### src/verilog/videoPkg.sv
// Video package with line buffer geometry, palette widths and watchdog constants
package videoPkg;

	// Line buffer geometry
	localparam int lbAddrW = 8;
	localparam int lbDepth = 1 << lbAddrW;
	// Buffers per chip, bottom and top pairs
	localparam int lbCount = 4;

	// Color index of a sprite or fix pixel, 0 is transparent
	localparam int colorW = 4;
	// Sprite palette number
	localparam int palW = 8;
	// Fix palette number
	localparam int fixPalW = 4;
	// Palette address bus
	localparam int paW = 12;
	// Zero bits above a fix address
	localparam int fixPadW = paW - fixPalW - colorW;

	// Idle cycles before the watchdog fires
	localparam int wdLimit = 1024;
	localparam int wdCntW = $clog2(wdLimit + 1);
	// Reset pulse length
	localparam int wdPulse = 16;
	localparam int wdPulseW = $clog2(wdPulse + 1);

	// Kick address bits 21..17, the $300000 region
	localparam logic [4:0] wdKickAddr = 5'b11000;
	// Top address lines {a23, a22} for a CPU palette access
	localparam logic [1:0] cpuPalSel = 2'b01;

	// One line buffer word
	typedef struct packed {
		logic [palW-1:0]   pal;
		logic [colorW-1:0] color;
	} lbEntry;

endpackage

### src/verilog/pixelMixer.sv
// Pixel mixer that picks fix, sprite, blanking or CPU address for the palette bus
`timescale 1ns/1ps

module pixelMixer (
	input  logic                      CLK_1MB,
	input  logic                      rstN,
	input  logic [7:0]                fixd,
	input  logic                      pck1,
	input  logic [3:0]                pbusFixPal,
	input  logic                      s1h1,
	input  logic                      tms0,
	input  logic                      chbl,
	input  videoPkg::lbEntry          readouts [videoPkg::lbCount],
	input  logic                      asN,
	input  logic                      a23i,
	input  logic                      a22i,
	input  logic [12:1]               addrL,
	output logic [videoPkg::paW-1:0]  pa
);
	import videoPkg::*;

	// Two fix pixels
	logic [7:0] fixReg;
	// Fix palette number
	logic [fixPalW-1:0] fixPal;
	// Fix pixel of the current half
	logic [colorW-1:0] fixColor;
	logic fixOpaque;

	// Readout of the buffer being displayed
	lbEntry sprSel;

	// Mixed and registered video address
	logic [paW-1:0] mixAddr;
	logic [paW-1:0] paVideo;

	// CPU strobe history and access flag
	logic asPrev;
	logic cpuAccess;

	// Fix byte, reloaded every cycle
	always_ff @(posedge CLK_1MB) begin
		fixReg <= fixd;
	end

	// Fix palette latch
	always_ff @(posedge CLK_1MB) begin
		if (pck1) begin
			fixPal <= pbusFixPal;
		end
	end

	// Odd pixel in the high nibble
	assign fixColor  = s1h1 ? fixReg[7:4] : fixReg[3:0];
	assign fixOpaque = (fixColor != '0);

	// Buffer select
	// tms0 swaps bottom and top, s1h1 picks left or right
	always_comb begin
		case ({tms0, s1h1})
			2'b00:   sprSel = readouts[1];
			2'b01:   sprSel = readouts[0];
			2'b10:   sprSel = readouts[3];
			default: sprSel = readouts[2];
		endcase
	end

	// Priority mix
	always_comb begin
		if (chbl) begin
			// Blanking forces palette entry 0
			mixAddr = '0;
		end else if (fixOpaque) begin
			mixAddr = {{fixPadW{1'b0}}, fixPal, fixColor};
		end else begin
			mixAddr = sprSel;
		end
	end

	// Video address register
	always_ff @(posedge CLK_1MB or negedge rstN) begin
		if (!rstN) begin
			paVideo <= '0;
		end else begin
			paVideo <= mixAddr;
		end
	end

	// CPU palette access decode
	// Evaluated on the falling edge of asN only
	always_ff @(posedge CLK_1MB or negedge rstN) begin
		if (!rstN) begin
			asPrev    <= 1'b1;
			cpuAccess <= 1'b0;
		end else begin
			asPrev <= asN;
			if (!asN && asPrev) begin
				cpuAccess <= ({a23i, a22i} == cpuPalSel);
			end
		end
	end

	// CPU owns the bus during its access
	assign pa = cpuAccess ? addrL : paVideo;

endmodule

### config.mk
export PLATFORM = sky130hd
export DESIGN_NAME = pixelMixer
export DESIGN_NICKNAME = d
export VERILOG_FILES = /design/src/verilog/videoPkg.sv /design/src/verilog/pixelMixer.sv
export SDC_FILE = /design/constraint.sdc
export NUM_CORES = 1
export LEC_CHECK = 0
export ABC_CLOCK_PERIOD_IN_PS = 2870
export BUFFER_PORTS_ARGS = -buffer_cell sky130_fd_sc_hd__buf_2
export CORE_AREA = 3 3 71 73
export DETAILED_ROUTE_END_ITERATION = 10
export DIE_AREA = 0 0 74 76
export PLACE_DENSITY = 0.58
export SYNTH_ARGS = -nofsm -noshare
export SYNTH_HDL_FRONTEND = slang
export SYNTH_SLANG_ARGS = --single-unit
### constraint.sdc
create_clock -name CLK_1MB -period 2.87 [get_ports CLK_1MB]
set_clock_uncertainty 0.1 [all_clocks]
set_input_delay 0.574 -clock CLK_1MB [delete_from_list [all_inputs] [get_ports CLK_1MB]]
set_output_delay 0.574 -clock CLK_1MB [all_outputs]
set_load 0.01 [all_outputs]
==> out/qor.yml <==
grt_overflow: 0
seq_area_frac_synth_pct: 47.51
cp_cell_sequence: "mux2_2, buf_2"
grt_pass1_wl_um: 5375
synth_area_leaders: "dfrtp_1 24%, dfxtp_1 12%, mux4_1 12%, mux2_2 10%, mux4_2 10%"
io_pins: 93
maxCapViolations: 0
max_stage_delay_ps: 660
r2r-start: "fixReg[4]$_DFF_P_"
wl_per_cell_um: 14.54
die_y_um: 76
synth_xor_area_share_pct: 0
synth_top_family_by_area: "multiplexers"
cts-htree-levels: 1
postRouteAntennaNets: 0
run_status: "complete, no violations"
tightest_slew_ps: 492.9
place.gp.congestion: 0.6850
antenna_found_initial: 0
critical_path_class: "reg -> out"
rows: 24
seqPwrFrac_pct: 50.9
reg2reg_to: "paVideo[4]$_DFF_PN0_"
fillers: 418
syn_avg_cell_area_sq_um: 14.94
yosys_warnings: 0
postCtsSetupRepairBufs: 0
maxSlewHeadroom_pct: 67.14
drt-initial-drc-count: 15
yosysUniqueCellTypes: 25
required_ps: 2200
crit_fanout: 13
share_comb_of_total_power_pct: 20.5
synthMuxAreaShare_pct: 38.19
core_sq_um: 4414
area_growth_pct: 39.70
num_vias: 1061
cp-endpoint: "pa[5]"
clkPwrFrac_pct: 28.5
path_depth: 2
path_clk_slew_ps: 90
drive_above_1_share_pct: 65.92
finish.instance_area_sq_um: 1858
slew_viol_final: 0
hp-class: "in -> async"
synth_area_sq_um: 1330
max_freq_ghz: 0.4691
rrSetupSlack_ps: 1440
finalHoldViolCount: 0
switching_share_pct: 22.71
synthAdderAreaFrac_pct: 0
timing.setup.tns_ps: 0
power.total_mw: 0.8027
root_buffer: "clkbuf_8"
diodes: 0
place_inst: 227
power_per_cell_area_nw_per_um2: 432.0
numCtsBuffers: 3
placed_cell_area_sq_um: 1803
dp_hpwl_um: 2916
syn_inst: 89
cts_tree: "done"
grt.total_usage_pct: 12.33
worstRegToRegCells: 4
routed_wl_um: 3358
setup_viol: 0
netlist.area_leader.share_pct: 24.46
peakVddDrop_mv: 0.2875
worst-path-buf-inv: 1
grt_pass1_vias: 1234
fin_nets: 261
yosys.area_share.simple_pct: 6.491
first_pass_iters: 4
crit_slowest_cell: "dfrtp_1"
p_switching_mw: 0.1823
critPathLaunchType: "flop"
internal_power_mw: 0.6205
synth-compound-area-share_pct: 3.293
ctsResizeCount: 0
netlist.top_cell.by_area: "dfrtp_1"
numPortBuffers: 92
cts_sinks: 26
die_w_um: 74
yosys_register_bits: 26
syn_nets: 170
drc: 0
cts_buffer_depth: 2
clock_latency_ps: 260
finalNonFillerCells: 231
critPathTopFamily: "flip-flops"
period_share_pct: 74.27
cp-startpoint: "cpuAccess$_DFFE_PN0P_"
grt_max_degree: 19
die_area_sq_um: 5624
layout_setup_ws_ps: 738.4
post-place-ws_ps: 807.8
viasPerCell: 4.593
endpoint_kind: "output pin"
initial_core_util_pct: 30.13
fin_crit_ps: 2132
worstPathArrival_ps: 1460
p_leak_nw: 0.9282
hold_buffers: 0
rsz0062_at_grt: "no"
[metrics by stage]
stage	utilization (%)	hold slack [ps]
after global routing	42.09	102.1
after detailed placement	40.84	385.2
final	42.09	83.27
after floorplan	-	178.4
after CTS	42.09	92.25
after global placement	40.84	373.8
[cell families after synthesis]
kind of cell,count (synthesis)
AOI/OAI and AO/OA,7
buffers and inverters,8
DFF,26
muxes,32
and+or+nand+nor,16
[registers in the layout (all words and copies together) (netlist names)]
name and count:
asPrev 1, cpuAccess 1, fixPal 4, fixReg 8, paVideo 12
[area by class of cell]
class,instances,area (sq um),area share (%)
well taps,52,65.06,3.502
flip-flops and latches,26,631.9,34.01
multi-input cells,55,638.1,34.34
clock buffers,4,55.05,2.963
repair buffers,92,460.4,24.78
inverters,2,7.507,0.4040
[cells in the final DEF (no fill, tap or decap), drive strengths merged, types with 2 or more instances in the layout]
cell type   n
a21oi       4
buf        92
clkbuf      4
dfrtp      13
dfxtp       8
edfxtp      4
inv         2
mux2       12
mux2i       8
mux4       12
nand2       4
nor2        5
nor2b       4
[cells in the mapped netlist, drive strengths merged]
cell type / count
dfxtp: 8
a22o: 1
a21oi: 4
edfxtp: 4
o41ai: 1
o21ai: 1
dfstp: 1
buf: 6
mux2i: 8
inv: 2
nor4: 1
nand2: 4
mux2: 12
nand2b: 1
nor2b: 4
nor3: 1
nor2: 5
dfrtp: 13
mux4: 12
[layer usage]
metal	track usage, %	up-vias	wire, um	share of wire, %
met4	3.804	0	33	0.98
met2	22.61	58	1756	52
li1	-	521	-	-
met3	2.639	2	307	9.1
met1	13.74	480	1261	38
met5	0	-	0	0
[worst min path at each step]
stage,from,depth (start not counted),end
finish,rstN,1,paVideo[4]$_DFF_PN0_
global route,rstN,1,paVideo[4]$_DFF_PN0_
CTS,rstN,1,paVideo[4]$_DFF_PN0_
detailed placement,rstN,1,paVideo[4]$_DFF_PN0_
global placement,fixPal[2]$_DFFE_PP_,2,paVideo[6]$_DFF_PN0_
floorplan,rstN,0,cpuAccess$_DFFE_PN0P_
[power by group through the flow]
stage | registers (mW) | logic (mW) | clock network [mW]
detailed placement | 0.417 | 0.168 | 0
floorplan | 0.408 | 0.0969 | 0
CTS | 0.409 | 0.168 | 0.241
global placement | 0.416 | 0.162 | 0
global route | 0.412 | 0.181 | 0.258
finish | 0.409 | 0.165 | 0.229
No activity file was read; power rests on OpenSTA's default activity.
