--- config.mk ---
export PLATFORM = sky130hd
export DESIGN_NAME = lineBuffer_flat
export DESIGN_NICKNAME = d
export VERILOG_FILES = /design/src/verilog/videoPkg.sv /design/src/verilog/lineBufIf.sv /design/src/verilog/lineBuffer.sv /design/src/flat_wrapper.sv
export SDC_FILE = /design/constraint.sdc
export NUM_CORES = 2
export LEC_CHECK = 0
export BUFFER_PORTS_ARGS = -buffer_cell sky130_fd_sc_hd__buf_2
export CORE_ASPECT_RATIO = 0.5
export CORE_MARGIN = 2
export CORE_UTILIZATION = 49
export CTS_BUF_LIST = sky130_fd_sc_hd__clkbuf_4 sky130_fd_sc_hd__clkbuf_8
export DETAILED_ROUTE_END_ITERATION = 7
export PLACE_DENSITY_LB_ADDON = 0.3
export SLEW_MARGIN = 10
export SYNTH_ARGS = -nofsm -noshare
export SYNTH_HDL_FRONTEND = slang
export SYNTH_SLANG_ARGS = --single-unit
--- constraint.sdc ---
create_clock -name CLK_1MB -period 8.05 [get_ports CLK_1MB]
set_input_delay 1.2075 -clock CLK_1MB [delete_from_list [all_inputs] [get_ports CLK_1MB]]
set_output_delay 1.2075 -clock CLK_1MB [all_outputs]
set_load 0.02 [all_outputs]
--- src/verilog/videoPkg.sv ---
// Video package with line buffer geometry, palette widths and watchdog constants
package videoPkg;

	// Line buffer geometry
	localparam int lbAddrW = 8;
	localparam int lbDepth = 1 << lbAddrW;
	// Buffers per chip, bottom and top pairs
	localparam int lbCount = 4;

	// Color index of a sprite or fix pixel, 0 is transparent
	localparam int colorW = 4;
	// Sprite palette number
	localparam int palW = 8;
	// Fix palette number
	localparam int fixPalW = 4;
	// Palette address bus
	localparam int paW = 12;
	// Zero bits above a fix address
	localparam int fixPadW = paW - fixPalW - colorW;

	// Idle cycles before the watchdog fires
	localparam int wdLimit = 1024;
	localparam int wdCntW = $clog2(wdLimit + 1);
	// Reset pulse length
	localparam int wdPulse = 16;
	localparam int wdPulseW = $clog2(wdPulse + 1);

	// Kick address bits 21..17, the $300000 region
	localparam logic [4:0] wdKickAddr = 5'b11000;
	// Top address lines {a23, a22} for a CPU palette access
	localparam logic [1:0] cpuPalSel = 2'b01;

	// One line buffer word
	typedef struct packed {
		logic [palW-1:0]   pal;
		logic [colorW-1:0] color;
	} lbEntry;

endpackage

--- src/verilog/lineBufIf.sv ---
// Line buffer control interface carrying strobes, pixel data and load address
`timescale 1ns/1ps

interface lineBufIf;
	import videoPkg::*;

	// Address counter advance
	logic ck;
	// Pixel write
	logic we;
	// Start address load
	logic ld;
	// High in display mode, low while rendering
	logic ss;
	// Sprite palette latch
	logic palLd;

	// Sprite pixel color
	logic [colorW-1:0] color;
	// Sprite palette number
	logic [palW-1:0] pal;
	// Start address from the pixel bus
	logic [lbAddrW-1:0] loadAddr;

	// Driver side at the top level
	modport ctrl (output ck, we, ld, ss, palLd, color, pal, loadAddr);

	// Line buffer side
	modport buffer (input ck, we, ld, ss, palLd, color, pal, loadAddr);

endinterface

--- src/verilog/lineBuffer.sv ---
// Sprite line buffer that draws one scanline and clears each pixel as it is shown
`timescale 1ns/1ps

module lineBuffer (
	input  logic             CLK_1MB,
	input  logic             rstN,
	lineBufIf.buffer         lb,
	output videoPkg::lbEntry readout
);
	import videoPkg::*;

	// One word per pixel of the line
	lbEntry mem [lbDepth];

	// Pixel address counter
	logic [lbAddrW-1:0] addr;

	// Palette of the sprite being drawn
	logic [palW-1:0] palLatch;

	// Word and enable for this cycle's write
	lbEntry wrWord;
	logic   wrEn;

	// Address counter
	// Load has priority over advance
	always_ff @(posedge CLK_1MB or negedge rstN) begin
		if (!rstN) begin
			addr <= '0;
		end else if (lb.ld) begin
			addr <= lb.loadAddr;
		end else if (lb.ck) begin
			// Wraps at the end of the line
			addr <= addr + 1'b1;
		end
	end

	// Sprite palette latch
	always_ff @(posedge CLK_1MB) begin
		if (lb.palLd) begin
			palLatch <= lb.pal;
		end
	end

	// Write word select
	always_comb begin
		if (lb.ss) begin
			// Display mode
			// Shown pixel is erased for the next render pass
			wrWord = '0;
			wrEn   = lb.we;
		end else begin
			// Render mode
			wrWord.pal   = palLatch;
			wrWord.color = lb.color;
			// Transparent pixels keep what is underneath
			wrEn         = lb.we && (lb.color != '0);
		end
	end

	// Storage and registered readout
	// Read sees the old word when a write hits the same address
	always_ff @(posedge CLK_1MB) begin
		if (wrEn) begin
			mem[addr] <= wrWord;
		end
		readout <= mem[addr];
	end

endmodule

--- src/flat_wrapper.sv ---
// flat-port wrapper written by rule: the top's interface ports become plain ports
module lineBuffer_flat import videoPkg::*;
  (CLK_1MB, rstN, readout, lb_ck, lb_we, lb_ld, lb_ss, lb_palLd, lb_color, lb_pal, lb_loadAddr);
  lineBufIf lb_i ();
  input  logic CLK_1MB;
  input  logic rstN;
  output videoPkg::lbEntry readout;
  input wire logic [$bits(lb_i.ck)-1:0] lb_ck;
  input wire logic [$bits(lb_i.we)-1:0] lb_we;
  input wire logic [$bits(lb_i.ld)-1:0] lb_ld;
  input wire logic [$bits(lb_i.ss)-1:0] lb_ss;
  input wire logic [$bits(lb_i.palLd)-1:0] lb_palLd;
  input wire logic [$bits(lb_i.color)-1:0] lb_color;
  input wire logic [$bits(lb_i.pal)-1:0] lb_pal;
  input wire logic [$bits(lb_i.loadAddr)-1:0] lb_loadAddr;
  assign lb_i.ck = lb_ck;
  assign lb_i.we = lb_we;
  assign lb_i.ld = lb_ld;
  assign lb_i.ss = lb_ss;
  assign lb_i.palLd = lb_palLd;
  assign lb_i.color = lb_color;
  assign lb_i.pal = lb_pal;
  assign lb_i.loadAddr = lb_loadAddr;
  lineBuffer u_core (.CLK_1MB(CLK_1MB), .rstN(rstN), .lb(lb_i), .readout(readout));
endmodule
==> reports/results.tsv <==
metric	value	unit
worst-path-buf-inv	3	
holdCritPathClass	input pin to flop	
dieWidth	697	um
dpl_worst_slack	3.22	ns
peakVddDrop	0.143	mV
critPathArrivalTime	5.91	ns
status	complete, no violations	
drive_gt1_share	28.4	%
fin_crit	5.05	ns
synth_top_area_share	78.7	%
drtIter0Drc	7794	
pwr-share-clk	36.0	%
wl_per_cell	32.0	um
intPower	25.0	mW
io_buffers	38	
cts_max_path_buffers	4	
synth_fp_nets	5215	
final_cell_mix	edfxtp_1 (3080), mux4_2 (768), clkbuf_8 (437)	
cts-root-buf	clkbuf_8	
fin_skew	0.0680	ns
switching_power	7.93	mW
critPathCaptureType	flop	
layout_commonest_cell	edfxtp_1	
worst_pin_slew	1.31	ns
grt_pass1_vias	56974	
crit_path_frequent_cell	buf_4	
via_per_inst	6.24	
holdWs	0.418	ns
grt_pass1_wl	410	mm
die_h	350	um
rsz0062_at_grt	no	
grt_overflow	0	
synth-seq-cells	3100	
holdBufCountCts	1	
power.leakage	39.8	nW
ys_types	31	
yosysTopAreaCell	edfxtp_1	
crit_required	8.92	ns
htreeDepth	5	
grt_use_total	23.5	%
synth-edff-count	3080	
timing.final.ws_setup	3.00	ns
dr.pass1.iters	7	
cp_cell_sequence	buf_12 > buf_4 > mux4_2 > a22oi_1 > a21oi_1 > o41ai_1 > buf_4 > nand4_1	
dp_cells	8245	
core_area	239000	um2
p_per_area	253	nW/um2
cts.repair.resized	0	
numCtsBuffers	433	
worstSetupStartpointType	flop	
netlist_area	117000	um2
cts_tree	done	
seqPwrFrac	54.5	%
vias	56331	
gp_congestion	0.828	
crit_type	flop to flop	
maxSlewHeadroom	11.2	%
drv_cap	0	
final_nets	5488	
slew_violations	0	
cts_setup_buffers	0	
ant_nets	0	
rows	127	
synth_flop_cell	edfxtp_1	
io-pin-count	39	
totalPowerFinal	32.9	mW
grt_start_max_net_pins	177	
start_util	49.2	%
die_area	244000	um2
area_delta_synth_final	10.7	%
insertion_delay	1.01	ns
async_flop_share	0.258	%
crit_path_max_fanout	117	
clk_pin_slew_worst_paths	0.07	ns
drc	0	
max_freq	0.198	GHz
wl	289	mm
setup-tns-final	0	ns
setup_viol	0	
avgSynthCellArea	22.7	um2
max_stage_delay	1.01	ns
synth_area_leaders	edfxtp_1 (79%), mux4_2 (15%), a22oi_1 (2.5%)	
hold_viol	0	
syn_inst	5184	
post-route-period-util	62.7	%
combPwrFrac	9.6	%
clock-sinks	3100	
dpl.hpwl	162	mm
fin_cells	9031	
cp_slowest_cell	dfrtp_4	
synth_seq_area_share	79.1	%
critPathTopFamily	buffers and inverters	
antenna_found_initial	8	
ys_warn_count	0	
swShare	24.1	%
cell families after synthesis:
| logic type | after synthesis | share of synthesized area, % |
|---|---|---|
| AOI/OAI and AO/OA | 633 | 3.67 |
| xor gates and xnor gates | 7 | 0.0522 |
| adders and majority gates | 4 | 0.0426 |
| buffers and inverters | 326 | 1.22 |
| DFF | 3100 | 79.1 |
| muxes | 769 | 14.7 |
| and+or+nand+nor | 345 | 1.19 |
synth_stat cells (all sizes together), types with 2 or more instances:
| cell type | count |
|---|---|
| nand4 | 13 |
| o21ai | 9 |
| buf | 129 |
| nand2 | 41 |
| ha | 4 |
| dfxtp | 12 |
| a22oi | 384 |
| nor2 | 262 |
| xnor2 | 2 |
| xor2 | 5 |
| nand2b | 2 |
| clkbuf | 195 |
| mux4 | 768 |
| inv | 2 |
| and2 | 3 |
| a21oi | 192 |
| edfxtp | 3080 |
| nor2b | 16 |
| dfrtp | 8 |
| nand3 | 2 |
| o41ai | 48 |
final cells by class:
type	instances	area [um2]
fill	17581	109000
sequential	3100	92900
multi-input combinational	1758	23400
tap	3225	4040
antenna	5	12.5
inverter	2	7.51
clock inverter	194	1120
clock buffer	585	7130
timing repair buffer	162	1410
path summary, 6_finish.rpt:
path / start / endpoint / slack [ns] / cells after the start
min in group asynchronous: rstN / u_core.addr[0] / 0.58 / 2
max in group asynchronous: rstN / u_core.addr[1] / 7.29 / 2
hold / removal: lb_pal[5] / u_core.palLatch[5] / 0.42 / 1
setup reg to reg: u_core.addr[1] / u_core.readout[8] / 3.00 / 8
hold reg to reg: u_core.palLatch[0] / u_core.mem[53][4] / 0.78 / 1
setup / recovery: u_core.addr[1] / u_core.readout[8] / 3.00 / 8
per-layer routing:
metal  vias to the layer above  share of wire, %  GRT usage, %
li1                      22756                 -             -
met1                     29946                39          33.0
met2                      3148                48          37.0
met3                       473                10          5.86
met4                         8               2.7          6.59
met5                         -             0.020             0
through the flow:
| step | instance area [um2] | util (%) |
|---|---|---|
| final | 130000 | 54.4 |
| after global routing | 130000 | 54.4 |
| after CTS | 130000 | 54.4 |
| after detailed placement | 122000 | 50.9 |
| after global placement | 122000 | 50.9 |
| after floorplan | 117000 | - |
flip-flops by register name, indices dropped and copies added, names as in the netlist:
name	cells
u_core.palLatch	8
u_core.addr	8
u_core.readout	12
u_core.mem	3072
power by group through the flow:
| stage | Clock [mW] | Combinational, mW | Sequential, mW |
|---|---|---|---|
| after CTS | 12.0 | 3.17 | 17.9 |
| after global routing | 12.7 | 3.31 | 17.9 |
| after floorplan | 0 | 1.98 | 18.3 |
| final | 11.8 | 3.15 | 17.9 |
| after detailed placement | 0 | 3.16 | 18.3 |
| after global placement | 0 | 3.10 | 18.3 |
No activity file was read; power rests on OpenSTA's default activity.
