--- src/verilog/videoPkg.sv ---
// Video package with line buffer geometry, palette widths and watchdog constants
package videoPkg;

	// Line buffer geometry
	localparam int lbAddrW = 8;
	localparam int lbDepth = 1 << lbAddrW;
	// Buffers per chip, bottom and top pairs
	localparam int lbCount = 4;

	// Color index of a sprite or fix pixel, 0 is transparent
	localparam int colorW = 4;
	// Sprite palette number
	localparam int palW = 8;
	// Fix palette number
	localparam int fixPalW = 4;
	// Palette address bus
	localparam int paW = 12;
	// Zero bits above a fix address
	localparam int fixPadW = paW - fixPalW - colorW;

	// Idle cycles before the watchdog fires
	localparam int wdLimit = 1024;
	localparam int wdCntW = $clog2(wdLimit + 1);
	// Reset pulse length
	localparam int wdPulse = 16;
	localparam int wdPulseW = $clog2(wdPulse + 1);

	// Kick address bits 21..17, the $300000 region
	localparam logic [4:0] wdKickAddr = 5'b11000;
	// Top address lines {a23, a22} for a CPU palette access
	localparam logic [1:0] cpuPalSel = 2'b01;

	// One line buffer word
	typedef struct packed {
		logic [palW-1:0]   pal;
		logic [colorW-1:0] color;
	} lbEntry;

endpackage

--- src/verilog/watchdog.sv ---
// CPU watchdog with decoded kick and a reset pulse aligned to the frame start
`timescale 1ns/1ps

module watchdog (
	input  logic        CLK_1MB,
	input  logic        rstN,
	input  logic        ldsN,
	input  logic        rw,
	input  logic        a23i,
	input  logic        a22i,
	input  logic [21:17] addrU,
	input  logic        bnkb,
	output logic        resetN
);
	import videoPkg::*;

	// Byte write into the kick region
	logic kick;

	// Idle cycles since the last kick, saturates at the limit
	logic [wdCntW-1:0] idleCnt;

	// Remaining cycles of the reset pulse
	logic [wdPulseW-1:0] pulseCnt;

	// Limit reached, waiting for the frame strobe
	logic armed;
	logic pulsing;

	// Kick decode
	// Low byte write with both top lines low
	assign kick = !rw && !ldsN && !a23i && !a22i && (addrU == wdKickAddr);

	assign armed   = (idleCnt == wdCntW'(wdLimit));
	assign pulsing = (pulseCnt != '0);

	// Idle counter and pulse timer
	always_ff @(posedge CLK_1MB or negedge rstN) begin
		if (!rstN) begin
			idleCnt  <= '0;
			pulseCnt <= '0;
		end else if (pulsing) begin
			pulseCnt <= pulseCnt - 1'b1;
			// Restart the count as the pulse ends
			if (pulseCnt == wdPulseW'(1)) begin
				idleCnt <= '0;
			end
		end else if (kick) begin
			idleCnt <= '0;
		end else if (armed) begin
			// Fire only at the frame strobe
			if (bnkb) begin
				pulseCnt <= wdPulseW'(wdPulse);
			end
		end else begin
			idleCnt <= idleCnt + 1'b1;
		end
	end

	// Reset held low for the whole pulse
	assign resetN = !pulsing;

endmodule
--- config.mk ---
export PLATFORM = sky130hd
export DESIGN_NAME = watchdog
export DESIGN_NICKNAME = d
export VERILOG_FILES = /design/src/verilog/videoPkg.sv /design/src/verilog/watchdog.sv
export SDC_FILE = /design/constraint.sdc
export NUM_CORES = 1
export LEC_CHECK = 0
export BUFFER_PORTS_ARGS = -buffer_cell sky130_fd_sc_hd__buf_2
export CORE_MARGIN = 2
export CORE_UTILIZATION = 50
export CTS_CLUSTER_DIAMETER = 100
export DETAILED_ROUTE_END_ITERATION = 8
export GPL_TIMING_DRIVEN = 0
export PLACE_DENSITY_LB_ADDON = 0.1
export SYNTH_ARGS = -nofsm -noshare
export SYNTH_HDL_FRONTEND = slang
export SYNTH_SLANG_ARGS = --single-unit
--- constraint.sdc ---
create_clock -name CLK_1MB -period 4.6 [get_ports CLK_1MB]
set_input_delay 0.69 -clock CLK_1MB [delete_from_list [all_inputs] [get_ports CLK_1MB]]
set_output_delay 0.69 -clock CLK_1MB [all_outputs]
set_load 0.01 [all_outputs]
==> results of run 1 <==
[cell families (layout without fill, tap and decap cells)]
kind of cell    Yosys count  count (layout)  synth area share (%)
buf+inv                  10              25                  5.08
xor+xnor                  2               2                  1.66
flops                    16              16                  37.8
simple gates             49              49                  28.4
compound gates           26              26                  19.2
fa+ha+maj                 5               5                  5.91
mux                       2               2                  2.01
[cells in the mapped netlist (2+ instances only)]
library cell / n
o211ai_1: 2
a221o_1: 3
nor4_1: 2
inv_1: 7
ha_1: 5
nor2_1: 7
and2_1: 2
and3_1: 5
o21ai_0: 3
nor3_1: 3
dfrtp_1: 16
o21ai_1: 2
xnor2_1: 2
nand2_1: 9
nand4_1: 3
a21oi_1: 4
nand3_1: 6
a22o_1: 2
and4_1: 4
[how the worst max path moves through the flow]
stage                             from                endpoint  cells past startpoint
2_1_floorplan  pulseCnt[0]$_DFFE_PN0P_  idleCnt[6]$_DFFE_PN0P_                      8
3_3_place_gp   pulseCnt[0]$_DFFE_PN0P_                  resetN                      6
3_5_place_dp   pulseCnt[0]$_DFFE_PN0P_                  resetN                      6
4_1_cts        pulseCnt[0]$_DFFE_PN0P_                  resetN                      6
5_1_grt        pulseCnt[0]$_DFFE_PN0P_                  resetN                      6
6_report       pulseCnt[0]$_DFFE_PN0P_                  resetN                      6
[worst max-delay path: stages (launching register included)]
cell and delay, ns:
dfrtp_1 0.42, inv_1 0.11, ha_1 0.21, or4b_4 0.47, buf_6 0.15, clkinv_4 0.06, buf_2 0.12
[metrics by stage]
step	cell area (µm²)	std cells	hold WS, ns
6_report	1170	152	0.303
3_3_place_gp	1150	149	0.504
4_1_cts	1170	152	0.315
2_1_floorplan	1060	110	0.394
3_5_place_dp	1150	149	0.507
5_1_grt	1170	152	0.335
[flip-flops by register name, indices dropped and copies added, names as in the netlist]
register / flops
idleCnt: 11
pulseCnt: 5
[power by group]
group          internal (W)  leakage (nW)  switching [W]   total, W
sequential         0.000167         0.213      0.0000397   0.000206
combinational     0.0000416         0.305      0.0000379  0.0000795
clock             0.0000304        0.0138      0.0000429  0.0000732
total              0.000239         0.532       0.000120   0.000359
[cell type report]
type,instances,area [µm²]
buffer,2,18.8
sequential,16,400
multi-input combinational,84,604
clock buffer,3,22.5
tap,27,33.8
fill,175,807
timing repair buffer,12,60.1
inverter,8,35.0
[per-layer routing]
metal  vias to the layer above  part of all wire [%]  GRT usage (%)
met4                         0                  0.72           8.80
li1                        449                     -              -
met5                         -                     0              0
met1                       433                    49           27.7
met3                         2                   4.7           3.33
met2                        23                    46           31.4
==> metrics.md, run 1 <==
| Metric | Value |
|---|---|
| Outcome | completed |
| Peak supply drop | 248 µV |
| Place WS | between 2 and 2.5 ns |
| Final Util | around three fifths |
| Syn avg cell area | slightly below 10 µm² |
| Detail Route Antenna Nets | 0 |
| Commonest cells after routing, fill and taps aside | dfrtp_1 (16), buf_2 (12), nand2_1 (9) |
| Starting Density | 53.4% |
| Global-route wire length before repair | between 3000 and 4000 µm |
| Root buffer cell | clkbuf_4 |
| Initial detailed-routing violation count | 22 |
| Worst Clk Skew | 0.00200 ns |
| Drt drc | 0 |
| Critical path peak fanout | 7 |
| Vias/cell | ~6.0 |
| Layout cells sized above 1 | between 20% and 30% |
| Normalized max-slew margin | a little over half |
| Max Clock Freq | ~0.40 GHz |
| DIE AREA | around 0.0025 mm² |
| Initial antenna violation count | 0 |
| Drt first pass iters | 4 |
| R2r setup slk | 2.42 ns |
| CTS max path bufs | 2 |
| CTS tree | built |
| Mapped Cells | 110 |
| GP Congestion | approximately 0.85 |
| Ys async rst share | 100% |
| Ant diodes | 0 |
| Seq/Total Area, Yosys | between 30 and 40% |
| Die Span X | approximately 50 µm |
| Max-Cap Viols | 0 |
| Tmin final | 2.52 ns |
| Port bufs | 12 |
| RR Startpoint | pulseCnt[0]$_DFFE_PN0P_ |
| Hold_buf cts | 0 |
| Ports | 13 |
| Post-synth design cell area | ~0.0011 mm² |
| Reg-to-reg endpoint | idleCnt[7]$_DFFE_PN0P_ |
| Clock Pin Slew Worst Setup and Hold Paths | approximately 0.090 ns |
| Final worst path period share | between 50% and 60% |
| WS Path Type | register to primary output |
| DR WL/cell | about 14 µm |
| Main synth FF type | dfrtp_1 |
| Yosys reg bits | 16 |
| Power Total | about 0.00036 W |
| Final net count | 144 |
| Leak Pwr | about 0.53 nW |
| Clock Latency Late Sink | 0.28 ns |
| # rows | 16 |
| Post-synth EDFFs | 0 |
| Pwr/cell area | ~310 mW/mm² |
| Number of buffers created by CTS | 3 |
| Setup violators final | 0 |
| Dpl hpwl | about 1600 µm |
| Syn nets | 127 |
| Vias in the first global route | slightly below 900 |
| Synth warn | 0 |
| Max-slew violations | 0 |
| Post-synth top area cell | dfrtp_1 |
| Synth top area share | a little under two fifths |
| Post-Route WL | between 2000 and 2500 µm |
| R2R cell count | 8 |
| GRT Util Overall | approximately a fifth |
| Most common cell after layout, fill and taps aside | dfrtp_1 |
| Count of final hold-check violations | 0 |
| Pin count of the biggest net entering global routing | 17 |
| Setup bufs post-CTS | 0 |
| RSZ-0062 raised after global routing | no |
| H-tree levels | 1 |
| Core area | 0.00198 mm² |
| Die span in y | 50.0 µm |
| Worst setup EP type | primary output |
| Worst-Margin Slew | ~0.71 ns |
| # resized after CTS | 0 |
| Synth top area cells | dfrtp_1 (38%), ha_1 (5.9%), and4_1 (3.3%) |
| Worst Slack Setup Final | ~2.1 ns |
| Setup TNS | 0 ns |
| Crit path DAT | between 1.5 and 2 ns |
| Hold Crit Class | primary input to async pin |
| Grt ovf | 0 |
| Area Overhead vs Synth | 11.0% |
| Worst path required time | just under 4 ns |
| Distinct cell type count after synthesis | 42 |
| Startpoint Class | register |
| Via count | approximately 900 |
| CTS Sinks | 16 |
No activity file was read; power rests on OpenSTA's default activity.
==> inputs of run 2 (changes only) <==
clock period = 2.05 ns   (was 4.6 ns; I/O delays follow)
==> run 2 against run 1 <==
  * Register-to-register slack got worse by 2.4 ns
  * Die area unchanged
  * Worst setup slack got worse by 2.0 ns
  * Combinational power increased by 140%
  * Total power increased by 130%
  * Final cell count increased by 4.6%
  * Sequential cell count unchanged
  * Largest power group unchanged
  * Highest routed layer unchanged
==> metrics.md, run 2 (synthesis gave the netlist of run 1 again) <==
| Metric | Value |
|---|---|
| Outcome | completed |
| Ports | 13 |
| Normalized max-slew margin | about 52% |
| DIE AREA | 0.00250 mm² |
| Layout cells sized above 1 | a little over a quarter |
| Peak supply drop | roughly 500 µV |
| Final worst path period share | 97.0% |
| Setup violators final | 0 |
| RR Startpoint | pulseCnt[0]$_DFFE_PN0P_ |
| Number of flip-flops in the largest register | 11 |
| Worst Hold Launch | bnkb |
| DR WL/cell | 14.3 µm |
| GRT Util Overall | a little over a fifth |
| Port bufs | 12 |
| WS Path Type | register to register |
| Most common cell after layout, fill and taps aside | dfrtp_1 |
| Dpl hpwl | about 1600 µm |
| Worst path required time | between 2 and 2.5 ns |
| Root buffer cell | clkbuf_4 |
| Grt ovf | 0 |
| Clock Latency Late Sink | between 0.2 and 0.3 ns |
| Die span in y | 50.0 µm |
| Initial detailed-routing violation count | 30 |
| Place WS | -0.129 ns |
| Core area | approximately 0.0020 mm² |
| GR Util met2 | 32.7% |
| Largest registers | idleCnt: 11 flops, pulseCnt: 5 flops |
| Crit path DAT | 2.16 ns |
| CTS max path bufs | 2 |
| Final Util | between 60% and 70% |
| # rows | 16 |
| Critical path peak fanout | 7 |
| Worst-Margin Slew | just over 0.7 ns |
| CTS Sinks | 16 |
| Drt first pass iters | 4 |
| Clock Pin Slew Worst Setup and Hold Paths | roughly 0.09 ns |
| Drt drc | 0 |
| Ant diodes | 0 |
| H-tree levels | 1 |
| Worst setup EP type | register |
| Hold Crit Class | primary input to register |
| Count of final hold-check violations | 0 |
| Vias in the first global route | approximately 910 |
| CTS tree | built |
| Commonest cells after routing, fill and taps aside | dfrtp_1 (16), buf_2 (12), nand2_1 (9) |
| Worst setup path start | pulseCnt[0]$_DFFE_PN0P_ |
| Max-slew violations | 0 |
| Worst Slack Setup Final | 0.0616 ns |
| Power Total | 0.000822 W |
| Leak Pwr | approximately 0.57 nW |
| Max Clock Freq | 0.503 GHz |
| Initial antenna violation count | 0 |
| Setup TNS | 0 ns |
| Vias/cell | between 5 and 6 |
| Starting Density | a little over half |
| # fillers | roughly 160 |
| Detail Route Antenna Nets | 0 |
| Fin area | 0.00127 mm² |
| GRT busiest layer | met2 |
| Pin count of the biggest net entering global routing | 17 |
| Number of buffers created by CTS | 3 |
| Final net count | approximately 150 |
| Met1 Use GR | around 29% |
| Global-route wire length before repair | approximately 4000 µm |
| Met3 GRT Util | just over 3% |
| Pwr/cell area | 649 mW/mm² |
| Startpoint Class | register |
| Dpl cell area | roughly 0.0012 mm² |
| Via count | 942 |
| Area Overhead vs Synth | 19.6% |
| Tmin final | ~2 ns |
| Worst Clk Skew | about 0.0046 ns |
| Max-Cap Viols | 0 |
| Die Span X | approximately 50 µm |
| Post-Route WL | ~2300 µm |
| Largest register by flop count | idleCnt |
| GP Congestion | about 0.85 |
-- run 2: worst max-delay path, stage by stage, from the launching register on --
cell	delay [ns]
dfrtp_1	0.41
inv_2	0.09
ha_4	0.14
or4b_4	0.54
clkinv_4	0.09
and4_4	0.22
nor3_4	0.07
a221o_1	0.32
-- run 2: what timing repair did --
action | in CTS | in global routing
pin swaps | 0 | 5
endpoints found under the setup margin | 11 | 9
buffers inserted | 4 | 3
resized for setup | 6 | 3
hold endpoints to repair | 16 | 0
gates cloned | 0 | 0
hold buffers | 1 | 0
-- run 2: per-layer routing --
| metal | part of all wire (%) | wire (µm) |
|---|---|---|
| met1 | 47 | 1070 |
| met2 | 47 | 1060 |
| met3 | 4.1 | 93 |
| met4 | 1.9 | 42 |
| met5 | 0 | 0 |
-- run 2: power by group --
part / leakage, nW / switching [W] / internal (W)
logic: 0.341 / 0.0000874 / 0.0000999
registers: 0.213 / 0.0000945 / 0.000374
clock network: 0.0138 / 0.0000980 / 0.0000682
-- run 2: path summary, 6_finish.rpt --
path                            cells after the start  slack [ns]                 endpoint
max in group asynchronous                           2        1.32  idleCnt[10]$_DFFE_PN0P_
worst min-delay path                                3        0.41  pulseCnt[1]$_DFFE_PN0P_
worst max-delay path                                7        0.06   idleCnt[7]$_DFFE_PN0P_
worst min register to register                      1        0.55   idleCnt[8]$_DFFE_PN0P_
min in group asynchronous                           2        0.46  pulseCnt[2]$_DFFE_PN0P_
worst max register to register                      7        0.06   idleCnt[7]$_DFFE_PN0P_
-- run 2: area by class of cell --
class | instances | area [µm²] | area share (%)
multi-input combinational | 84 | 641 | 50.6
clock buffer | 3 | 22.5 | 1.78
tap | 27 | 33.8 | 2.67
inverter | 8 | 35.0 | 2.77
buffer | 1 | 11.3 | 0.889
sequential | 16 | 400 | 31.6
timing repair buffer | 20 | 123 | 9.68
-- run 2: stage by stage --
| step | cells | hold WS [ns] |
|---|---|---|
| after floorplan | 110 | 0.0119 |
| after global placement | 149 | 0.247 |
| after detailed placement | 149 | 0.242 |
| after CTS | 157 | 0.413 |
| after global routing | 159 | 0.425 |
| final | 159 | 0.411 |
